## src/hdl/com_cfg.svh

```systemverilog
`ifndef COM_CFG_SVH
`define COM_CFG_SVH

// ===========================================================================
// packet identifiers.
// ===========================================================================
`define COM_PID_SYNC    8'h01
`define COM_PID_CMD     8'h1E
`define COM_PID_DATA0   8'hC3
`define COM_PID_DATA1   8'h4B
`define COM_PID_ACK     8'h2D
`define COM_PID_NAK     8'hA5
`define COM_PID_STL     8'hE1

// header nibble of the first payload byte.
`define COM_HEAD_DIDX   4'h9
`define COM_HEAD_DDIDX  4'h1
`define COM_HEAD_DPARAM 4'h5

// region base addresses in the parameter RAM.
`define COM_BASE_DIDX   8'h10
`define COM_BASE_DDIDX  8'h20
`define COM_BASE_DPARAM 8'h80

`define COM_MAX_LEN     16'd64

// crc-5 is x^5+x^2+1, crc-16 is 8005 in reflected form.
`define COM_CRC5_POLY   5'h05
`define COM_CRC5_INIT   5'h1F
`define COM_CRC16_POLY  16'hA001
`define COM_CRC16_INIT  16'hFFFF

`endif
```

## src/hdl/com_pkg.sv

```systemverilog
package com_pkg;

    // ========================================================================
    // vector types.
    // ========================================================================
    typedef logic [7:0]  byte_t;
    typedef logic [15:0] len_t;
    typedef logic [7:0]  addr_t;
    typedef logic [4:0]  crc5_t;
    typedef logic [15:0] crc16_t;

    // packet type reported with fs.
    typedef enum logic [3:0] {
        NONE  = 4'd0,
        ACK   = 4'd1,
        NAK   = 4'd2,
        STALL = 4'd3,
        CMD   = 4'd8,
        DATA0 = 4'd13,
        DATA1 = 4'd14,
        ERROR = 4'd15
    } pkt_type_e;

    // parser states.
    typedef enum logic [3:0] {
        IDLE,
        WAIT,
        RPID,
        DLEN,
        WORK,
        CRC5,
        CRC16,
        DONE,
        EROR
    } rx_state_e;

endpackage

```

## src/hdl/com_link.sv

```systemverilog
module com_link
    import com_pkg::*;
(
    input  logic      clk,
    input  logic      rst,
    input  byte_t     com_rxd,
    input  logic      fd,
    input  addr_t     rd_addr,
    output logic      fs,
    output pkt_type_e btype,
    output len_t      rx_len,
    output byte_t     rd_data
);

    logic   crc_clr;
    logic   crc_en;
    crc5_t  crc5_val;
    crc16_t crc16_val;
    addr_t  ram_txa;
    byte_t  ram_txd;
    logic   ram_txen;

    // ========================================================================
    // packet parser.
    // ========================================================================
    com_rx u_com_rx (
        .clk       (clk),
        .rst       (rst),
        .com_rxd   (com_rxd),
        .fd        (fd),
        .crc5_val  (crc5_val),
        .crc16_val (crc16_val),
        .fs        (fs),
        .btype     (btype),
        .rx_len    (rx_len),
        .crc_clr   (crc_clr),
        .crc_en    (crc_en),
        .ram_txa   (ram_txa),
        .ram_txd   (ram_txd),
        .ram_txen  (ram_txen)
    );

    // both crcs run on every payload, the parser picks one by pid.
    crc5 u_crc5 (
        .clk (clk),
        .rst (rst),
        .clr (crc_clr),
        .en  (crc_en),
        .din (com_rxd),
        .crc (crc5_val)
    );

    crc16 u_crc16 (
        .clk (clk),
        .rst (rst),
        .clr (crc_clr),
        .en  (crc_en),
        .din (com_rxd),
        .crc (crc16_val)
    );

    param_ram u_param_ram (
        .clk   (clk),
        .we    (ram_txen),
        .waddr (ram_txa),
        .wdata (ram_txd),
        .raddr (rd_addr),
        .rdata (rd_data)
    );

endmodule

```

## src/hdl/param_ram.sv

```systemverilog
module param_ram
    import com_pkg::*;
(
    input  logic  clk,
    input  logic  we,
    input  addr_t waddr,
    input  byte_t wdata,
    input  addr_t raddr,
    output byte_t rdata
);

    byte_t mem [256];

    // cleared at start of simulation.
    initial begin
        for (int i = 0; i < 256; i++) begin
            mem[i] = '0;
        end
    end

    always @(posedge clk) begin
        if (we) begin
            mem[waddr] <= wdata;
        end
    end

    // read data lands one edge after the address, old data on a collision.
    always_ff @(posedge clk) begin
        rdata <= mem[raddr];
    end

endmodule

```

## src/hdl/com_rx.sv

```systemverilog
`include "com_cfg.svh"

module com_rx
    import com_pkg::*;
(
    input  logic      clk,
    input  logic      rst,
    input  byte_t     com_rxd,
    input  logic      fd,
    input  crc5_t     crc5_val,
    input  crc16_t    crc16_val,
    output logic      fs,
    output pkt_type_e btype,
    output len_t      rx_len,
    output logic      crc_clr,
    output logic      crc_en,
    output addr_t     ram_txa,
    output byte_t     ram_txd,
    output logic      ram_txen
);

    rx_state_e state;
    rx_state_e state_nx;
    byte_t     rxd_q;
    len_t      cnt;
    len_t      len_in;
    pkt_type_e pid_type;
    logic      head_ok;
    addr_t     head_base;
    logic      len_last;
    logic      pay_last;

    // ========================================================================
    // input byte and decoders.
    // ========================================================================
    always_ff @(posedge clk) begin
        rxd_q <= com_rxd;
    end

    // full length once the low byte is in rxd_q.
    assign len_in   = {rx_len[15:8], rxd_q};
    assign len_last = (state == DLEN) && (cnt == 16'd1);
    assign pay_last = (cnt == rx_len - 16'd1);

    always_comb begin
        case (rxd_q)
            `COM_PID_ACK:   pid_type = ACK;
            `COM_PID_NAK:   pid_type = NAK;
            `COM_PID_STL:   pid_type = STALL;
            `COM_PID_CMD:   pid_type = CMD;
            `COM_PID_DATA0: pid_type = DATA0;
            `COM_PID_DATA1: pid_type = DATA1;
            default:        pid_type = ERROR;
        endcase
    end

    always_comb begin
        head_ok   = 1'b1;
        head_base = `COM_BASE_DIDX;
        case (rxd_q[7:4])
            `COM_HEAD_DIDX:   head_base = `COM_BASE_DIDX;
            `COM_HEAD_DDIDX:  head_base = `COM_BASE_DDIDX;
            `COM_HEAD_DPARAM: head_base = `COM_BASE_DPARAM;
            default:          head_ok = 1'b0;
        endcase
    end

    // ========================================================================
    // state machine.
    // ========================================================================
    always_ff @(posedge clk or posedge rst) begin
        if (rst) begin
            state <= IDLE;
        end else begin
            state <= state_nx;
        end
    end

    always_comb begin
        state_nx = state;
        case (state)
            IDLE: state_nx = WAIT;
            WAIT: begin
                if (rxd_q == `COM_PID_SYNC) begin
                    state_nx = RPID;
                end
            end
            RPID: begin
                case (pid_type)
                    ACK, NAK, STALL:   state_nx = DONE;
                    CMD, DATA0, DATA1: state_nx = DLEN;
                    default:           state_nx = EROR;
                endcase
            end
            DLEN: begin
                if (cnt == 16'd1) begin
                    if (len_in == '0 || len_in > `COM_MAX_LEN) begin
                        state_nx = EROR;
                    end else begin
                        state_nx = WORK;
                    end
                end
            end
            WORK: begin
                // nothing is written for an unknown header.
                if (cnt == '0 && !head_ok) begin
                    state_nx = EROR;
                end else if (pay_last) begin
                    state_nx = (btype == CMD) ? CRC5 : CRC16;
                end
            end
            CRC5: state_nx = (rxd_q == {3'b000, crc5_val}) ? DONE : EROR;
            CRC16: begin
                if (cnt == '0) begin
                    if (rxd_q != crc16_val[7:0]) begin
                        state_nx = EROR;
                    end
                end else begin
                    state_nx = (rxd_q == crc16_val[15:8]) ? DONE : EROR;
                end
            end
            DONE: begin
                if (fd) begin
                    state_nx = WAIT;
                end
            end
            EROR:    state_nx = DONE;
            default: state_nx = IDLE;
        endcase
    end

    // shared byte counter for length, payload and crc bytes.
    always_ff @(posedge clk or posedge rst) begin
        if (rst) begin
            cnt <= '0;
        end else if (state_nx == state &&
                     (state == DLEN || state == WORK || state == CRC16)) begin
            cnt <= cnt + 16'd1;
        end else begin
            cnt <= '0;
        end
    end

    // ========================================================================
    // packet status.
    // ========================================================================
    always_ff @(posedge clk or posedge rst) begin
        if (rst) begin
            btype  <= NONE;
            rx_len <= '0;
        end else begin
            case (state)
                WAIT: begin
                    btype  <= NONE;
                    rx_len <= '0;
                end
                RPID: btype <= pid_type;
                DLEN: begin
                    if (cnt == '0) begin
                        rx_len[15:8] <= rxd_q;
                    end else begin
                        rx_len[7:0] <= rxd_q;
                    end
                end
                EROR: btype <= ERROR;
                default: ;
            endcase
        end
    end

    assign fs      = (state == DONE);
    assign crc_clr = (state == WAIT);
    // the crcs see com_rxd, one byte ahead of rxd_q.
    assign crc_en  = len_last || (state == WORK && !pay_last);

    // ========================================================================
    // ram write port.
    // ========================================================================
    always_ff @(posedge clk or posedge rst) begin
        if (rst) begin
            ram_txen <= 1'b0;
        end else begin
            ram_txen <= (state == WORK) && (cnt != '0 || head_ok);
        end
    end

    always_ff @(posedge clk) begin
        ram_txd <= rxd_q;
        if (state == WORK) begin
            if (cnt == '0) begin
                ram_txa <= head_base;
            end else begin
                ram_txa <= ram_txa + 8'd1;
            end
        end
    end

endmodule

```

## src/hdl/crc16.sv

```systemverilog
`include "com_cfg.svh"

module crc16
    import com_pkg::*;
(
    input  logic   clk,
    input  logic   rst,
    input  logic   clr,
    input  logic   en,
    input  byte_t  din,
    output crc16_t crc
);

    crc16_t crc_q;

    // reflected register, so the remainder shifts right.
    function automatic crc16_t fold(crc16_t c, byte_t d);
        for (int i = 0; i < 8; i++) begin
            if (c[0] ^ d[i]) begin
                c = (c >> 1) ^ `COM_CRC16_POLY;
            end else begin
                c = c >> 1;
            end
        end
        return c;
    endfunction

    always_ff @(posedge clk or posedge rst) begin
        if (rst) begin
            crc_q <= `COM_CRC16_INIT;
        end else if (clr) begin
            crc_q <= `COM_CRC16_INIT;
        end else if (en) begin
            crc_q <= fold(crc_q, din);
        end
    end

    // sent low byte first.
    assign crc = ~crc_q;

endmodule

```

## src/hdl/crc5.sv

```systemverilog
`include "com_cfg.svh"

module crc5
    import com_pkg::*;
(
    input  logic  clk,
    input  logic  rst,
    input  logic  clr,
    input  logic  en,
    input  byte_t din,
    output crc5_t crc
);

    crc5_t crc_q;

    // one byte folded in, bit 0 first.
    function automatic crc5_t fold(crc5_t c, byte_t d);
        logic fb;
        for (int i = 0; i < 8; i++) begin
            fb = c[4] ^ d[i];
            c = {c[3:0], 1'b0};
            if (fb) begin
                c = c ^ `COM_CRC5_POLY;
            end
        end
        return c;
    endfunction

    always_ff @(posedge clk or posedge rst) begin
        if (rst) begin
            crc_q <= `COM_CRC5_INIT;
        end else if (clr) begin
            crc_q <= `COM_CRC5_INIT;
        end else if (en) begin
            crc_q <= fold(crc_q, din);
        end
    end

    assign crc = ~crc_q;

endmodule

```

## config.mk

```make
export PLATFORM = sky130hd
export DESIGN_NAME = com_link
export DESIGN_NICKNAME = d
export VERILOG_FILES = /design/src/hdl/com_pkg.sv /design/src/hdl/com_link.sv /design/src/hdl/param_ram.sv /design/src/hdl/com_rx.sv /design/src/hdl/crc16.sv /design/src/hdl/crc5.sv
export VERILOG_INCLUDE_DIRS = /design/src /design/src/hdl
export SDC_FILE = /design/constraint.sdc
export NUM_CORES = 2
export LEC_CHECK = 0
export ABC_CLOCK_PERIOD_IN_PS = 5600
export BUFFER_PORTS_ARGS = -buffer_cell sky130_fd_sc_hd__clkbuf_2
export CORE_ASPECT_RATIO = 0.8
export CORE_MARGIN = 10
export CORE_UTILIZATION = 41
export DETAILED_ROUTE_END_ITERATION = 7
export PLACE_DENSITY = 0.56
export SLEW_MARGIN = 15
export SYNTH_ARGS = -nofsm -noshare
export SYNTH_HDL_FRONTEND = slang
export SYNTH_SLANG_ARGS = --single-unit
```

## constraint.sdc

```tcl
create_clock -name clk -period 5.6 [get_ports clk]
set_clock_uncertainty 0.2 [all_clocks]
set_input_delay 1.12 -clock clk [delete_from_list [all_inputs] [get_ports clk]]
set_output_delay 1.12 -clock clk [all_outputs]
set_load 0.01 [all_outputs]
```

After elaboration in Yosys (flattened, before gate mapping)
Memory sizes are Yosys's and may differ from the RTL's. A register that Yosys moved wholly into a read port is not among the register bits.
Index checks and enable logic that the tools add are counted.
{"block": "classes", "add_sub_neg": 3, "mul": 0, "div": 0, "order_cmp": 1, "eq_ne": 33, "shift": 0, "mux": 72, "bitwise": 34, "reduce_logical": 24}
{"cell": "16-bit 2-to-1 mux", "count": 25}
{"cell": "5-bit 2-to-1 mux", "count": 16}
{"cell": "4-bit 2-to-1 mux", "count": 10}
{"cell": "4-bit one-hot mux with 9 select lines", "count": 1}
{"cell": "16-bit logical NOT", "count": 2}
{"cell": "16-bit one-hot mux with 2 select lines", "count": 1}
{"cell": "4-bit equality test (second input constant)", "count": 6}
{"cell": "8-bit equality test (second input constant)", "count": 3}
{"cell": "3-bit 2-to-1 mux", "count": 8}
{"cell": "8-bit 2-to-1 mux", "count": 3}
{"cell": "2-bit NOT with 3-bit output", "count": 8}
{"cell": "4-bit one-hot mux with 6 select lines", "count": 1}
{"cell": "4-bit by 3-bit equality test with 1-bit output (second input constant)", "count": 5}
{"cell": "16-bit by 1-bit adder with 16-bit output (second input constant)", "count": 1}
{"cell": "16-bit by 1-bit equality test with 1-bit output (second input constant)", "count": 1}
{"cell": "16-bit equality test", "count": 1}
{"cell": "4-bit by 2-bit equality test with 1-bit output (second input constant)", "count": 4}
{"cell": "16-bit by 7-bit greater-than comparator with 1-bit output (second input constant)", "count": 1}
{"cell": "16-bit NOT", "count": 1}
{"cell": "2-bit NOT", "count": 8}
{"cell": "8-bit one-hot mux with 2 select lines", "count": 1}
{"cell": "16-bit nonzero test", "count": 1}
{"cell": "16-bit by 1-bit subtractor with 16-bit output (second input constant)", "count": 1}
{"cell": "1-bit XOR", "count": 16}
{"cell": "24 further kinds", "count": 42}
{"block": "word_totals", "register_bits": 86, "latch_bits": 0, "ram_bits": 2048, "mem_bits_ro": 0, "inputBits": 19, "out_inout_bits": 29, "wordCells": 179, "n_memories": 1}
{"memory": "u_param_ram.mem", "words": 256, "word_bits": 8, "read_ports": 1, "rd_clocked_by_memory_dff": 1, "wr": 1, "line": "param_ram.sv:12", "rtl": "byte_t mem [256];"}

Depth between registers and ports, before layout
{"block": "logic_depth", "depth_word": 35, "ltp_mapped": 11, "depth_no_buf": 10}

Modules after synthesis
A second synthesis with hierarchy kept.
{"block": "unflattened", "hier_cells": 4317, "area_unflattened_um2": 85076.6}
{"mod": "param_ram", "n_inst": 1, "cells_per_inst": 3733, "area_each_um2": 79556.3, "seq_area_each_um2": 61659.1}
{"mod": "com_rx", "n_inst": 1, "cells_per_inst": 450, "area_each_um2": 4179.0, "seq_area_each_um2": 1586.5}
{"mod": "crc16", "n_inst": 1, "cells_per_inst": 97, "area_each_um2": 918.4, "seq_area_each_um2": 420.4}
{"mod": "crc5", "n_inst": 1, "cells_per_inst": 37, "area_each_um2": 422.9, "seq_area_each_um2": 131.4}

Worst setup path before layout
Ideal clock, no wire load.
{"block": "synth_path", "kind": "register to register", "from": "register u_com_rx.ram_txd[0]", "to": "memory u_param_ram.mem[0][0] (netlist name), data pin", "setup_time_ns": 0.852, "t_arrival_ns": 3.382, "required_ns": 4.548, "slack_ns": 1.166, "path_stages_with_launch": 1, "path_buffers": 0, "synth_period_minus_slack_ns": 4.434, "cell_sequence": "dfxtp_1"}
{"element": "start, declared", "line": "com_rx.sv:18", "rtl": "output byte_t ram_txd,"}
{"element": "start signal, assigned", "line": "com_rx.sv:188", "rtl": "ram_txd <= rxd_q;"}
{"element": "end, declared", "line": "param_ram.sv:12"}
Straight into the memory's write port.

Worst setup path in the final report
{"block": "layout_path", "from": "register u_com_rx.rx_len[0]", "to": "register u_com_rx.cnt[8]"}
{"block": "layout_via", "elab_chain_len": 8}
{"element": "start, declared", "line": "com_rx.sv:14", "rtl": "output len_t rx_len,"}
{"element": "start signal, assigned", "line": "com_rx.sv:162", "rtl": "rx_len[7:0] <= rxd_q;"}
{"element": "16-bit by 1-bit subtractor with 16-bit output", "line": "com_rx.sv:43", "rtl": "assign pay_last = (cnt == rx_len - 16'd1);"}
{"element": "16-bit equality test", "line": "com_rx.sv:43"}
{"element": "4-bit 2-to-1 mux", "line": "com_rx.sv:108", "rtl": "end else if (pay_last) begin"}
{"element": "4-bit 2-to-1 mux", "line": "com_rx.sv:106", "rtl": "if (cnt == '0 && !head_ok) begin"}
{"element": "4-bit one-hot mux with 9 select lines", "line": "com_rx.sv:81", "rtl": "case (state)"}
{"element": "4-bit equality test", "line": "com_rx.sv:136", "rtl": "end else if (state_nx == state &&"}
{"element": "1-bit logical AND", "line": "com_rx.sv:136"}
{"element": "16-bit 2-to-1 mux", "line": "com_rx.sv:136"}
{"element": "end signal, assigned", "line": "com_rx.sv:138", "rtl": "cnt <= cnt + 16'd1;"}
{"element": "end, declared", "line": "com_rx.sv:25", "rtl": "len_t cnt;"}
Every way passes these cells.
A chain may end at the register's enable or synchronous reset.

==> flow_results.org <==
** Yosys
- Fraction of the mapped netlist area in compound gates :: 0.0145
- In this run the mean area of a mapped cell was 21.7 um2.
- Sorting the synthesized cells by area gives the leading types as sky130_fd_sc_hd__edfxtp_1, sky130_fd_sc_hd__mux4_2, sky130_fd_sc_hd__nor2_1.
- Number of distinct library cells after synthesis :: 68
- For this run, the register share of the synthesized area comes to 0.759.
- Counting flops and latches in the post-synthesis netlist gives 2142.
- Of the total synthesized cell area, the portion taken by XOR and XNOR cells is 0.0103.
- By count the netlist is led by sky130_fd_sc_hd__edfxtp_1, sky130_fd_sc_hd__mux4_2, sky130_fd_sc_hd__nor2_1, sky130_fd_sc_hd__clkbuf_1, sky130_fd_sc_hd__nand2_1.
- For this run, asynchronously set or reset flops after synthesis account for 0.0289.
- Cell taking the most area after synthesis :: sky130_fd_sc_hd__edfxtp_1
- After synthesis, the largest family of logic cells by area is multiplexers.
- The synthesized netlist occupies a cell area of 84000 um2.
- The Yosys step of the flow raised 0 warnings.
- sky130_fd_sc_hd__edfxtp_1 is the most common cell in the netlist.
- Prevailing post-synth register cell :: sky130_fd_sc_hd__edfxtp_1
- Synthesized netlist cell count :: 3880
- Synthesis produced a netlist with a net count of 3907.
- Fraction of synthesized area in multiplexers :: 0.174
- The synthesized design contains 2056 enable-type register cells.
- Of the post-synthesis cell area, the dominant cell type holds 0.735.
- Of the total synthesized cell area, the portion taken by full adders, half adders and majority gates is 0.00119.
- Simple-gate share of the synthesized area :: 0.0292

** GRT
- GR Util All Layers :: 0.186
- Global-route wire length before repair :: 303 mm
- Number of global-route vias before repair :: 40100
- Entering global routing, the biggest net connects 181 pins.
- Grt total ovfl :: 0
- The initial antenna violation count came to 16.

** Die
- The initial utilization of the core area, before any placement, comes to 0.413.
- I/O Pins :: 48
- The die is 425 um tall.
- After floorplanning, the core was divided into 148 placement rows.
- The region available for standard cell placement spans 204000 um2.
- The die covers 224000 um2.
- Die extent in x :: 526 um

** Run
- Max-capacitance violation count :: 0

** Worst setup path
- On the critical path the largest part of the delay comes from simple AND/OR/NAND/NOR gates.
- The number of buffers and inverters on the critical path is 1.
- STA classifies the critical path endpoint as a flip-flop.
- Crit start category :: flip-flop
- Arrival time at the worst endpoint :: 4.76 ns
- Largest stage delay on the critical path :: 0.54 ns
- Along the worst path, the maximum fanout reaches 16.
- Data required time of the worst path :: 6.09 ns
- By startpoint and endpoint, the worst setup path is classified as reg -> reg.
- Cell-by-cell trace of the critical path :: inv_1, ha_1, or4b_4, or3_1, or4_1, a221o_1, nor4_4, nand3_1, a21oi_4, nor2_1
- Cell with the largest stage delay on the worst path :: sky130_fd_sc_hd__or4b_4

** STA
- For the pin with the worst max-slew slack, the measured transition is 1.17 ns.
- Setup violations remaining at the end of the flow were counted as 0.
- Summed over all failing endpoints, the final setup total negative slack is 0 ns.
- Portion of the clock cycle consumed by the worst path in the final layout :: 0.762
- Measured against its own limit, the worst slew margin works out to 0.221.
- The number of pins exceeding their max-slew limit in the final report is 0.
- Setup repair after global routing missed its margin :: no
- Derived from the worst setup path, the maximum achievable clock frequency is 234 MHz.
- Final min period :: 4.27 ns
- Final hold viol count :: 0

** Place
- Placed instance count :: 6555
- Routability cong. :: 0.771
- Placement-stage cell area :: 88500 um2
- HPWL after detailed placement :: 129 mm
- Number of buffers inserted by port buffering :: 47

** Pwr
- Leakage dissipation :: 0.0292 uW
- IR analysis of the VDD net gives a maximum drop of 321 uV.
- Pwr Total :: 33700 uW
- For this design the ratio of total power to cell area is 355 nW/um2.

** Clocking
- TritonCTS built the clock tree.
- CTS clk-pin slew, worst paths :: 0.07 ns
- The H-tree was split into 4 levels.
- Buffer cell driving the clock tree root :: sky130_fd_sc_hd__clkbuf_16
- Longest Clk Path Bufs :: 3
- For the worst-skew pair, the clock arrives at the later sink with an insertion delay of 0.84 ns.
- Inserted Clock Buffers :: 202
- The clock net in this run drives a total of 2142 sinks.
- The number of setup buffers added after CTS is 0.
- After clock tree synthesis, the repair step resized 0 gates.
- For this design, the CTS-stage hold fixing added 0 buffers.

** Drt
- After detailed routing, the number of vias per cell comes to 5.78.
- For this block, the initial DRC count from the detailed router was 4468.
- Once detail routing completed, the nets flagged for antenna violations numbered 0.
- After detailed routing, the number of remaining DRC violations is 0.
- Before antenna repair, the detailed router went through 5 iterations.
- Number of vias after detailed routing :: 40000
- Drt wl/cell :: 30.4 um
- Final WL :: 211 mm

** Worst hold path
- Hold Path Class :: in -> async

** Layout
- Cell Count, Final, Fillers Out :: 6926
- Fraction of layout instances using a drive strength above 1 :: 0.279
- Area growth, synth to finish :: 13.1%
- Summing all non-filler instances in the final layout gives an area of 95000 um2.
- Utilization after layout :: 0.467
- Count of nets after finishing :: 4087

** Status
- Outcome :: finished, final reports clean
[cells by family after synthesis]
kind of cell / Yosys count
adders and majority gates: 8
and+or+nand+nor: 549
buffers and inverters: 243
DFF: 2142
AOI/OAI and AO/OA: 178
xor gates and xnor gates: 99
muxes: 661
[stage by stage]
step                hold WS, ns  setup slack [ns]
floorplan                 0.129              1.17
global placement          0.335             0.749
detailed placement        0.339             0.756
CTS                      0.0901              1.35
global route              0.134              1.18
finish                    0.127              1.33
[report_power, final]
| part | switching [uW] | internal, uW | total (uW) |
|---|---|---|---|
| logic | 1360 | 902 | 2270 |
| clock network | 5900 | 7750 | 13600 |
| registers | 179 | 17600 | 17800 |
[cells in the final DEF, fill, tap and decap left out, drive strengths merged, types with 19 or more instances in the layout]
cell type,instances
and3,23
buf,159
dfstp,21
mux4,640
nand3,44
nand2,86
inv,21
o21ai,23
xnor2,62
clkbuf,314
clkinv,68
a22oi,65
nor2,310
mux2i,20
edfxtp,2056
a21oi,44
bufinv,19
dfxtp,24
xor2,37
dfrtp,41
[worst register-to-register path: cells and delay by family (launching register included)]
family | cells | cell delay (ns)
fa+ha+maj | 1 | 0.30
buf+inv | 1 | 0.11
simple gates | 6 | 2.15
flops | 1 | 0.44
compound gates | 2 | 0.93
[registers in the layout (all words and copies together) (netlist names)]
register / flops
u_param_ram.mem: 2048
u_crc5.crc_q: 5
u_com_rx.rxd_q: 8
u_com_rx.ram_txen: 1
u_com_rx.btype: 4
u_com_rx.ram_txd: 8
u_com_rx.rx_len: 16
u_param_ram.rdata: 8
u_com_rx.state: 4
u_com_rx.ram_txa: 8
u_crc16.crc_q: 16
u_com_rx.cnt: 16
[final timing paths]
| kind | from | end | slack, ns | depth (start not counted) |
|---|---|---|---|---|
| min in group clk | com_rxd[2] | u_com_rx.rxd_q[2] | 0.29 | 1 |
| worst max-delay path | u_com_rx.rx_len[0] | u_com_rx.cnt[8] | 1.33 | 10 |
| worst min-delay path | rst | u_com_rx.cnt[3] | 0.13 | 2 |
| worst max register to register | u_com_rx.rx_len[0] | u_com_rx.cnt[8] | 1.33 | 10 |
| max in group asynchronous | rst | u_crc16.crc_q[10] | 4.09 | 3 |
| worst min register to register | u_crc16.crc_q[2] | u_crc16.crc_q[2] | 0.35 | 2 |
[area by class of cell]
type                       instances  area [um2]
inverter                          17        63.8
antenna                            2        5.00
tap                             2700        3380
timing repair buffer             202        1870
sequential                      2142       63800
multi-input combinational       1495       19400
clock inverter                    97         987
clock buffer                     271        5510
fill                           16700      109000
[routing by layer]
layer | GRT usage | share of wire
met1 | 0.282 | 0.45
met2 | 0.272 | 0.45
met3 | 0.0454 | 0.079
met4 | 0.0422 | 0.021
met5 | 0 | 0.000062
Power figures use the tool's default switching activity.
